`config.mk`:
```
export PLATFORM = sky130hd
export DESIGN_NAME = dispatch_top
export DESIGN_NICKNAME = d
export VERILOG_FILES = /design/src/hdl/isa_pkg.sv /design/src/hdl/dispatch_pkg.sv /design/src/hdl/dispatch_stage.sv /design/src/hdl/dispatch_top.sv /design/src/hdl/fetch_stage.sv /design/src/hdl/operand_extract.sv
export VERILOG_INCLUDE_DIRS = /design/src /design/src/hdl
export SDC_FILE = /design/constraint.sdc
export NUM_CORES = 1
export LEC_CHECK = 0
export BUFFER_PORTS_ARGS = -buffer_cell sky130_fd_sc_hd__buf_4
export CAP_MARGIN = 0
export CORE_MARGIN = 4
export CORE_UTILIZATION = 45
export CTS_BUF_LIST = sky130_fd_sc_hd__clkbuf_4 sky130_fd_sc_hd__clkbuf_8
export CTS_CLUSTER_SIZE = 30
export DETAILED_ROUTE_END_ITERATION = 8
export HOLD_SLACK_MARGIN = 0.06
export PLACE_DENSITY_LB_ADDON = 0.08
export REMOVE_ABC_BUFFERS = 1
export SLEW_MARGIN = 20
export SYNTH_ARGS = -nofsm -noshare
export SYNTH_HDL_FRONTEND = slang
export SYNTH_SLANG_ARGS = --single-unit
export TNS_END_PERCENT = 5
```
`constraint.sdc`:
```
create_clock -name in_clk -period 3.2 [get_ports in_clk]
set_input_delay 0.16 -clock in_clk [delete_from_list [all_inputs] [get_ports in_clk]]
set_output_delay 0.16 -clock in_clk [all_outputs]
set_load 0.01 [all_outputs]
```
`src/hdl/dispatch_consts.svh`:
```
`ifndef DISPATCH_CONSTS_SVH
`define DISPATCH_CONSTS_SVH

// Instruction word width
`define INSN_BITS 32
// Register and PC width
`define GPR_BITS 64
// Register index width
`define GPR_IDX_BITS 5
// Immediate width after extension
`define IMM_BITS 64

// Fixed register numbers
`define LINK_REG 30
`define ZERO_REG 31

`endif

```
`src/hdl/isa_pkg.sv`:
```
`default_nettype none

`include "dispatch_consts.svh"

package isa_pkg;

  typedef logic [`INSN_BITS-1:0] insn_t;
  typedef logic [`GPR_IDX_BITS-1:0] gpr_idx_t;
  typedef logic [`GPR_BITS-1:0] gpr_t;
  typedef logic [`IMM_BITS-1:0] imm_t;

  // Decoded instruction class, OP_ERR for anything not recognized
  typedef enum logic [4:0] {
    OP_LDUR,
    OP_STUR,
    OP_ADD,
    OP_SUB,
    OP_ADDS,
    OP_SUBS,
    OP_ORR,
    OP_EOR,
    OP_ANDS,
    OP_MOVZ,
    OP_MOVK,
    OP_B,
    OP_B_COND,
    OP_BL,
    OP_CBZ,
    OP_CBNZ,
    OP_BR,
    OP_RET,
    OP_NOP,
    OP_HLT,
    OP_ERR
  } opcode_t;

  // Arm condition codes in encoding order
  typedef enum logic [3:0] {
    COND_EQ, COND_NE, COND_CS, COND_CC,
    COND_MI, COND_PL, COND_VS, COND_VC,
    COND_HI, COND_LS, COND_GE, COND_LT,
    COND_GT, COND_LE, COND_AL, COND_NV
  } cond_t;

endpackage

`default_nettype wire

```
`src/hdl/dispatch_pkg.sv`:
```
`default_nettype none

package dispatch_pkg;

  // How the register file side treats a register field
  typedef enum logic [1:0] {
    REG_IS_UNUSED,
    REG_IS_USED,
    REG_IS_STUR
  } reg_status_t;

  typedef enum logic {
    FU_ALU,
    FU_LS
  } fu_t;

  // Operation requested from the functional unit
  typedef enum logic [3:0] {
    FU_OP_PLUS,
    FU_OP_MINUS,
    FU_OP_OR,
    FU_OP_EOR,
    FU_OP_AND,
    FU_OP_MOV,
    FU_OP_LDUR,
    FU_OP_STUR,
    FU_OP_B_COND,
    FU_OP_PASS_A
  } fu_op_t;

  typedef struct packed {
    isa_pkg::insn_t insn;
    isa_pkg::gpr_t pc;
  } fetch_pkt_t;

  typedef struct packed {
    isa_pkg::gpr_idx_t src1;
    reg_status_t src1_status;
    isa_pkg::gpr_idx_t src2;
    reg_status_t src2_status;
    isa_pkg::gpr_idx_t dst;
    reg_status_t dst_status;
    isa_pkg::imm_t imm;
    logic imm_signed;
    isa_pkg::cond_t cond;
  } operands_t;

  typedef struct packed {
    fu_t fu_id;
    fu_op_t fu_op;
    logic set_nzcv;
    logic use_imm;
    logic uses_nzcv;
    logic mispredict;
  } ctl_t;

  // Bundle handed to the register file side
  typedef struct packed {
    isa_pkg::gpr_t pc;
    operands_t operands;
    ctl_t ctl;
  } decoded_t;

endpackage

`default_nettype wire

```
`src/hdl/dispatch_stage.sv`:
```
`timescale 1ns/100ps
`default_nettype none

`include "dispatch_consts.svh"

module dispatch_stage (
  input  logic                    in_clk,
  input  logic                    in_rst,
  input  logic                    valid,
  input  isa_pkg::opcode_t        opcode,
  input  isa_pkg::gpr_t           pc,
  input  dispatch_pkg::operands_t operands,
  output logic                    done,
  output dispatch_pkg::decoded_t  decoded
);

  dispatch_pkg::ctl_t ctl;

  always_comb begin
    // Only the unscaled loads and stores go to the load/store unit
    if (opcode == isa_pkg::OP_LDUR || opcode == isa_pkg::OP_STUR) begin
      ctl.fu_id = dispatch_pkg::FU_LS;
    end else begin
      ctl.fu_id = dispatch_pkg::FU_ALU;
    end

    case (opcode)
      isa_pkg::OP_ADD, isa_pkg::OP_ADDS: ctl.fu_op = dispatch_pkg::FU_OP_PLUS;
      isa_pkg::OP_SUB, isa_pkg::OP_SUBS: ctl.fu_op = dispatch_pkg::FU_OP_MINUS;
      isa_pkg::OP_ORR:                   ctl.fu_op = dispatch_pkg::FU_OP_OR;
      isa_pkg::OP_EOR:                   ctl.fu_op = dispatch_pkg::FU_OP_EOR;
      isa_pkg::OP_ANDS:                  ctl.fu_op = dispatch_pkg::FU_OP_AND;
      isa_pkg::OP_MOVZ, isa_pkg::OP_MOVK: ctl.fu_op = dispatch_pkg::FU_OP_MOV;
      isa_pkg::OP_LDUR:                  ctl.fu_op = dispatch_pkg::FU_OP_LDUR;
      isa_pkg::OP_STUR:                  ctl.fu_op = dispatch_pkg::FU_OP_STUR;
      isa_pkg::OP_B_COND:                ctl.fu_op = dispatch_pkg::FU_OP_B_COND;
      // Branches, NOP, HLT and ERR just pass operand A
      default:                           ctl.fu_op = dispatch_pkg::FU_OP_PASS_A;
    endcase

    ctl.set_nzcv = opcode inside {isa_pkg::OP_ADDS, isa_pkg::OP_SUBS, isa_pkg::OP_ANDS};

    ctl.use_imm = opcode inside {isa_pkg::OP_LDUR, isa_pkg::OP_STUR,
                                 isa_pkg::OP_MOVZ, isa_pkg::OP_MOVK,
                                 isa_pkg::OP_ADD, isa_pkg::OP_SUB,
                                 isa_pkg::OP_B, isa_pkg::OP_B_COND,
                                 isa_pkg::OP_BL};

    ctl.uses_nzcv = (opcode == isa_pkg::OP_B_COND);

    // Register-indirect targets are never predicted
    ctl.mispredict = opcode inside {isa_pkg::OP_BR, isa_pkg::OP_RET};
  end

  always_ff @(posedge in_clk) begin
    if (in_rst) begin
      done <= 1'b0;
    end else begin
      done <= valid;
    end
  end

  always_ff @(posedge in_clk) begin
    if (valid) begin
      decoded.pc       <= pc;
      decoded.operands <= operands;
      decoded.ctl      <= ctl;
    end
  end

endmodule

`default_nettype wire

```
`src/hdl/dispatch_top.sv`:
```
`timescale 1ns/100ps
`default_nettype none

`include "dispatch_consts.svh"

module dispatch_top (
  input  logic                     in_clk,
  input  logic                     in_rst,
  input  logic                     in_fetch_done,
  input  dispatch_pkg::fetch_pkt_t fetch,
  output logic                     done,
  output dispatch_pkg::decoded_t   decoded
);

  logic                    valid;
  isa_pkg::insn_t          insn;
  isa_pkg::gpr_t           pc;
  isa_pkg::opcode_t        opcode;
  dispatch_pkg::operands_t operands;

  fetch_stage u_fetch (
    .in_clk        (in_clk),
    .in_rst        (in_rst),
    .in_fetch_done (in_fetch_done),
    .fetch         (fetch),
    .valid         (valid),
    .insn          (insn),
    .pc            (pc),
    .opcode        (opcode)
  );

  operand_extract u_extract (
    .insn     (insn),
    .opcode   (opcode),
    .operands (operands)
  );

  dispatch_stage u_dispatch (
    .in_clk   (in_clk),
    .in_rst   (in_rst),
    .valid    (valid),
    .opcode   (opcode),
    .pc       (pc),
    .operands (operands),
    .done     (done),
    .decoded  (decoded)
  );

endmodule

`default_nettype wire

```
`src/hdl/fetch_stage.sv`:
```
`timescale 1ns/100ps
`default_nettype none

`include "dispatch_consts.svh"

module fetch_stage (
  input  logic                    in_clk,
  input  logic                    in_rst,
  input  logic                    in_fetch_done,
  input  dispatch_pkg::fetch_pkt_t fetch,
  output logic                    valid,
  output isa_pkg::insn_t          insn,
  output isa_pkg::gpr_t           pc,
  output isa_pkg::opcode_t        opcode
);

  always_ff @(posedge in_clk) begin
    if (in_rst) begin
      valid <= 1'b0;
    end else begin
      valid <= in_fetch_done;
    end
  end

  // Word and PC hold until the next fetch strobe
  always_ff @(posedge in_clk) begin
    if (in_fetch_done) begin
      insn <= fetch.insn;
      pc   <= fetch.pc;
    end
  end

  // First matching pattern wins
  always_comb begin
    casez (insn)
      // Unscaled 64-bit store and load
      32'b1111_1000_000?_????_????_00??_????_????: opcode = isa_pkg::OP_STUR;
      32'b1111_1000_010?_????_????_00??_????_????: opcode = isa_pkg::OP_LDUR;
      // Wide moves
      32'b1101_0010_1???_????_????_????_????_????: opcode = isa_pkg::OP_MOVZ;
      32'b1111_0010_1???_????_????_????_????_????: opcode = isa_pkg::OP_MOVK;
      // Arithmetic, immediate and shifted register forms
      32'b1001_0001_0???_????_????_????_????_????: opcode = isa_pkg::OP_ADD;
      32'b1010_1011_000?_????_????_????_????_????: opcode = isa_pkg::OP_ADDS;
      32'b1101_0001_0???_????_????_????_????_????: opcode = isa_pkg::OP_SUB;
      32'b1110_1011_000?_????_????_????_????_????: opcode = isa_pkg::OP_SUBS;
      // Logic on registers
      32'b1010_1010_000?_????_????_????_????_????: opcode = isa_pkg::OP_ORR;
      32'b1100_1010_000?_????_????_????_????_????: opcode = isa_pkg::OP_EOR;
      32'b1110_1010_000?_????_????_????_????_????: opcode = isa_pkg::OP_ANDS;
      // Immediate branches
      32'b0001_01??_????_????_????_????_????_????: opcode = isa_pkg::OP_B;
      32'b0101_0100_????_????_????_????_???0_????: opcode = isa_pkg::OP_B_COND;
      32'b1001_01??_????_????_????_????_????_????: opcode = isa_pkg::OP_BL;
      // Register branches and compare-and-branch
      32'b1101_0110_0001_1111_0000_00??_???0_0000: opcode = isa_pkg::OP_BR;
      32'b1011_0101_????_????_????_????_????_????: opcode = isa_pkg::OP_CBNZ;
      32'b1011_0100_????_????_????_????_????_????: opcode = isa_pkg::OP_CBZ;
      32'b1101_0110_0101_1111_0000_00??_???0_0000: opcode = isa_pkg::OP_RET;
      // Hint and halt
      32'b1101_0101_0000_0011_0010_0000_0001_1111: opcode = isa_pkg::OP_NOP;
      32'b1101_0100_010?_????_????_????_???0_0000: opcode = isa_pkg::OP_HLT;
      default:                                     opcode = isa_pkg::OP_ERR;
    endcase
  end

endmodule

`default_nettype wire

```
`src/hdl/operand_extract.sv`:
```
`timescale 1ns/100ps
`default_nettype none

`include "dispatch_consts.svh"

module operand_extract (
  input  isa_pkg::insn_t          insn,
  input  isa_pkg::opcode_t        opcode,
  output dispatch_pkg::operands_t operands
);

  localparam isa_pkg::gpr_idx_t ZERO_IDX = isa_pkg::gpr_idx_t'(`ZERO_REG);
  localparam isa_pkg::gpr_idx_t LINK_IDX = isa_pkg::gpr_idx_t'(`LINK_REG);

  always_comb begin
    // Destination
    case (opcode)
      isa_pkg::OP_B, isa_pkg::OP_BR, isa_pkg::OP_B_COND, isa_pkg::OP_CBZ,
      isa_pkg::OP_CBNZ, isa_pkg::OP_RET, isa_pkg::OP_NOP, isa_pkg::OP_HLT,
      isa_pkg::OP_ERR: begin
        operands.dst        = ZERO_IDX;
        operands.dst_status = dispatch_pkg::REG_IS_UNUSED;
      end
      isa_pkg::OP_STUR: begin
        operands.dst        = ZERO_IDX;
        operands.dst_status = dispatch_pkg::REG_IS_STUR;
      end
      isa_pkg::OP_BL: begin
        operands.dst        = LINK_IDX;
        operands.dst_status = dispatch_pkg::REG_IS_USED;
      end
      default: begin
        operands.dst        = insn[4:0];
        operands.dst_status = dispatch_pkg::REG_IS_USED;
      end
    endcase

    // First source, compare-and-branch tests the Rt field
    case (opcode)
      isa_pkg::OP_MOVZ, isa_pkg::OP_MOVK, isa_pkg::OP_B, isa_pkg::OP_B_COND,
      isa_pkg::OP_BL, isa_pkg::OP_NOP, isa_pkg::OP_HLT: begin
        operands.src1        = ZERO_IDX;
        operands.src1_status = dispatch_pkg::REG_IS_UNUSED;
      end
      isa_pkg::OP_CBZ, isa_pkg::OP_CBNZ: begin
        operands.src1        = insn[4:0];
        operands.src1_status = dispatch_pkg::REG_IS_USED;
      end
      default: begin
        operands.src1        = insn[9:5];
        operands.src1_status = dispatch_pkg::REG_IS_USED;
      end
    endcase

    // Second source, store data comes from Rt
    case (opcode)
      isa_pkg::OP_STUR: begin
        operands.src2        = insn[4:0];
        operands.src2_status = dispatch_pkg::REG_IS_USED;
      end
      isa_pkg::OP_ADDS, isa_pkg::OP_SUBS, isa_pkg::OP_ORR, isa_pkg::OP_EOR,
      isa_pkg::OP_ANDS: begin
        operands.src2        = insn[20:16];
        operands.src2_status = dispatch_pkg::REG_IS_USED;
      end
      default: begin
        operands.src2        = ZERO_IDX;
        operands.src2_status = dispatch_pkg::REG_IS_UNUSED;
      end
    endcase

    // Immediates are zero-extended, branch offsets scaled to bytes
    case (opcode)
      isa_pkg::OP_LDUR, isa_pkg::OP_STUR: operands.imm = isa_pkg::imm_t'(insn[20:12]);
      isa_pkg::OP_ADD, isa_pkg::OP_SUB:   operands.imm = isa_pkg::imm_t'(insn[21:10]);
      isa_pkg::OP_MOVZ, isa_pkg::OP_MOVK: operands.imm = isa_pkg::imm_t'(insn[20:5]);
      isa_pkg::OP_B, isa_pkg::OP_BL:      operands.imm = isa_pkg::imm_t'({insn[25:0], 2'b00});
      isa_pkg::OP_B_COND, isa_pkg::OP_CBZ, isa_pkg::OP_CBNZ:
        operands.imm = isa_pkg::imm_t'({insn[23:5], 2'b00});
      default: operands.imm = '0;
    endcase

    operands.imm_signed = !(opcode inside {isa_pkg::OP_ADD, isa_pkg::OP_SUB,
                                           isa_pkg::OP_MOVZ, isa_pkg::OP_MOVK});

    if (opcode == isa_pkg::OP_B_COND) begin
      operands.cond = isa_pkg::cond_t'(insn[3:0]);
    end else begin
      operands.cond = isa_pkg::COND_EQ;
    end
  end

endmodule

`default_nettype wire

```
==> results.toml <==
[cells_and_area]
final_common_cell = "buf_4"
fillers = 1294
n_antenna_cell = 0
seq_area_sq_mm = 0.006680
drive_above_1_share = 0.3770
final_cell_mix = "buf_4, edfxtp_1, dlygate4sd3_1"
syn_to_final_growth_pct = 42.44
final_util = 0.6579
final_area_sq_mm = 0.01194
nets = 940
multiInputGateArea_sq_mm = 0.001456

[timing]
drv_slew = 0
fmax_mhz = 335.2
finalCriticalPeriod_ns = 2.983
setup-violations-final = 0
hold_viol = 0
finalClockSkew_ns = 0.01323
maxSlewHeadroom = 0.5415
finalCritPeriodShare = 0.9322
tightest_slew_ns = 0.6878
grt_setup_unrepaired = "no"

[floorplan]
die_h_um = 144.5
row_count = 49
die_area_sq_mm = 0.02087
die_x_um = 144.5
start_util = 0.4619
io_pins = 263
core_sq_mm = 0.01815

[pwr]
powerDensity_mw_per_mm2 = 539.9
peakVddDrop_mv = 0.4959
p_leak_uw = 0.004706

[logic_synthesis]
ys_ff_latch = 223
synthesis.area_sq_mm = 0.008382
ys_seq_area_frac = 0.7965
synth_cells = 478
synth-edff-count = 221
synth.distinct_cells = 49
synth_flop_cell = "edfxtp_1"
syn_avg_cell_area_sq_um = 17.54
yosysWarnings = 0
ys_async_sr_fraction = 0

[routing]
vias = 5369
drc_errors = 0
viasPerCell = 4.921
drt_wl_total_um = 21010
wl_per_cell_um = 19.26
ant_nets = 0
dr.pass1.iters = 5
drtIter0Drc = 284

[setup_path]
path_class = "flip-flop to flip-flop"
rrSetupSlack_ns = 0.22
arrival_ns = 3.23
crit_path_end_kind = "flip-flop"
critPathMaxFanout = 24
crit_slowest_cell = "edfxtp_1"
critPathLaunchType = "flip-flop"
path_cells = "nand4bb_1, o21ai_1, a211o_1, or4_4, and3_1, o22a_4, or4b_1"
cp.required_ns = 3.44
slowest_delay_ns = 0.53

[global_route]
grt_use_total = 0.1928
grt_use_met2 = 0.3092
grt_max_degree = 53
grt_overflow = 0
grt-busiest-layer = "met2"
grtUsageMet1 = 0.2559
grt_pass1_vias = 5542
met3_usage = 0.05655
antenna_found_initial = 0
grt_pass1_wl_um = 30750

[run_status]
status = "completed"

[clock_network]
cts-root-buf = "clkbuf_8"
cts_setup_buffers = 0
path_clk_slew_ns = 0.06
clk_latency_ns = 0.51
cts_inserted_buffers = 36
cts_num_sinks = 223
ctsLongestPathBuffers = 3
cts_tree = "done"
h-tree-depth = 2

[placement]
routabilityCongestion = 0.8836
place_hpwl_um = 13900
numPortBuffers = 224
placed_cell_area_sq_mm = 0.01029

[job]
drv_cap = 0

[min_path]
hp-class = "input pin to flip-flop"
-- metrics by stage --
stage	worst slack (ns)	hold slack, ns	setup TNS, ns	power (uW)	cells
2_1_floorplan	-0.3147	0.2316	-39.53	3754	457
3_3_place_gp	0.2393	0.3287	0	4121	934
3_5_place_dp	0.2435	0.3338	0	4127	934
4_1_cts	0.2448	0.2094	0	6515	1091
5_1_grt	0.07589	0.2199	0	6714	1091
6_report	0.2171	0.2199	0	6445	1091
-- cells by family (layout without fill, tap and decap cells) --
kind of cell               Yosys count  in the layout  synth area share
other                                1             38         0.0004474
muxes                                5              5          0.006717
and+or+nand+nor                    124            124           0.08598
DFF                                223            223            0.7965
buffers and inverters               62            409           0.04762
xor gates and xnor gates             1              1          0.001045
AOI/OAI and AO/OA                   61             61           0.06016
adders and majority gates            1              1          0.001493
-- metal layers --
layer	share of wire	wire length, um	up-vias
met4	0.015	315	0
li1	-	-	2524
met2	0.50	10450	257
met5	0	0	-
met3	0.086	1816	32
met1	0.40	8432	2556
-- critical path: cells and delay by family, from the launching register on --
kind               cells  cell delay (ns)
DFF                    1             0.53
AOI/OAI and AO/OA      3             0.71
and+or+nand+nor        4             1.47
-- power breakdown --
group	internal, uW	switching [uW]	total (uW)
clock	1240	1040	2280
combinational	326	265	591
sequential	3450	125	3580
total	5010	1430	6450
-- timing repair --
item,4_1_cts,5_1_grt
endpoints found under the hold margin,98,0
resized for setup,0,1
hold buffers,97,0
setup endpoints to repair,0,1
-- worst paths after layout --
path / cells after the start / from / end
setup / recovery: 7 / u_fetch.insn[26] / u_dispatch.decoded[2]
hold / removal: 1 / in_fetch_done / u_fetch.insn[14]
setup reg to reg: 7 / u_fetch.insn[26] / u_dispatch.decoded[2]
hold reg to reg: 0 / u_fetch.pc[1] / u_dispatch.decoded[100]
-- area by class of cell --
type / instances / share of cell area
multi-input combinational: 230 / 0.1220
sequential: 223 / 0.5595
clock inverter: 8 / 0.004402
clock buffer: 52 / 0.05156
tap: 229 / 0.02400
timing repair buffer: 345 / 0.2373
inverter: 4 / 0.001258
-- synth_stat cells, types with 2 or more instances --
| cell type | n | share of area |
|---|---|---|
| nor2b_1 | 5 | 0.0037 |
| a22oi_1 | 12 | 0.011 |
| and2_1 | 5 | 0.0037 |
| a21o_1 | 6 | 0.0054 |
| clkbuf_1 | 11 | 0.0049 |
| buf_6 | 2 | 0.0027 |
| a22o_1 | 14 | 0.015 |
| or3_1 | 6 | 0.0045 |
| o21ba_2 | 2 | 0.0024 |
| nor4bb_1 | 2 | 0.0024 |
| nand2_1 | 26 | 0.012 |
| dfxtp_1 | 2 | 0.0048 |
| nor3_1 | 10 | 0.0060 |
| mux2_2 | 5 | 0.0067 |
| nand3b_1 | 2 | 0.0018 |
| buf_4 | 38 | 0.034 |
| edfxtp_1 | 221 | 0.79 |
| a211o_1 | 2 | 0.0021 |
| or2_2 | 6 | 0.0045 |
| nor4_1 | 7 | 0.0052 |
| nand3_1 | 7 | 0.0042 |
| nor3b_1 | 4 | 0.0036 |
| buf_2 | 7 | 0.0042 |
| a221o_1 | 10 | 0.012 |
| inv_1 | 4 | 0.0018 |
| a21oi_1 | 5 | 0.0030 |
| and4b_1 | 3 | 0.0036 |
| o21ai_0 | 2 | 0.0012 |
| nor4b_1 | 2 | 0.0021 |
| nor2_1 | 11 | 0.0049 |
| nand4bb_1 | 2 | 0.0027 |
| nand4_1 | 4 | 0.0030 |
| nand2b_1 | 5 | 0.0037 |
| and3_1 | 10 | 0.0075 |
| or4_1 | 3 | 0.0027 |
| or3b_2 | 2 | 0.0021 |
-- flip-flops by register name, summed over array words and instances, names as in the netlist --
register / flops
u_fetch.insn: 32
u_dispatch.decoded: 125
u_dispatch.done: 1
u_fetch.valid: 1
u_fetch.pc: 64
Power figures use the tool's default switching activity.
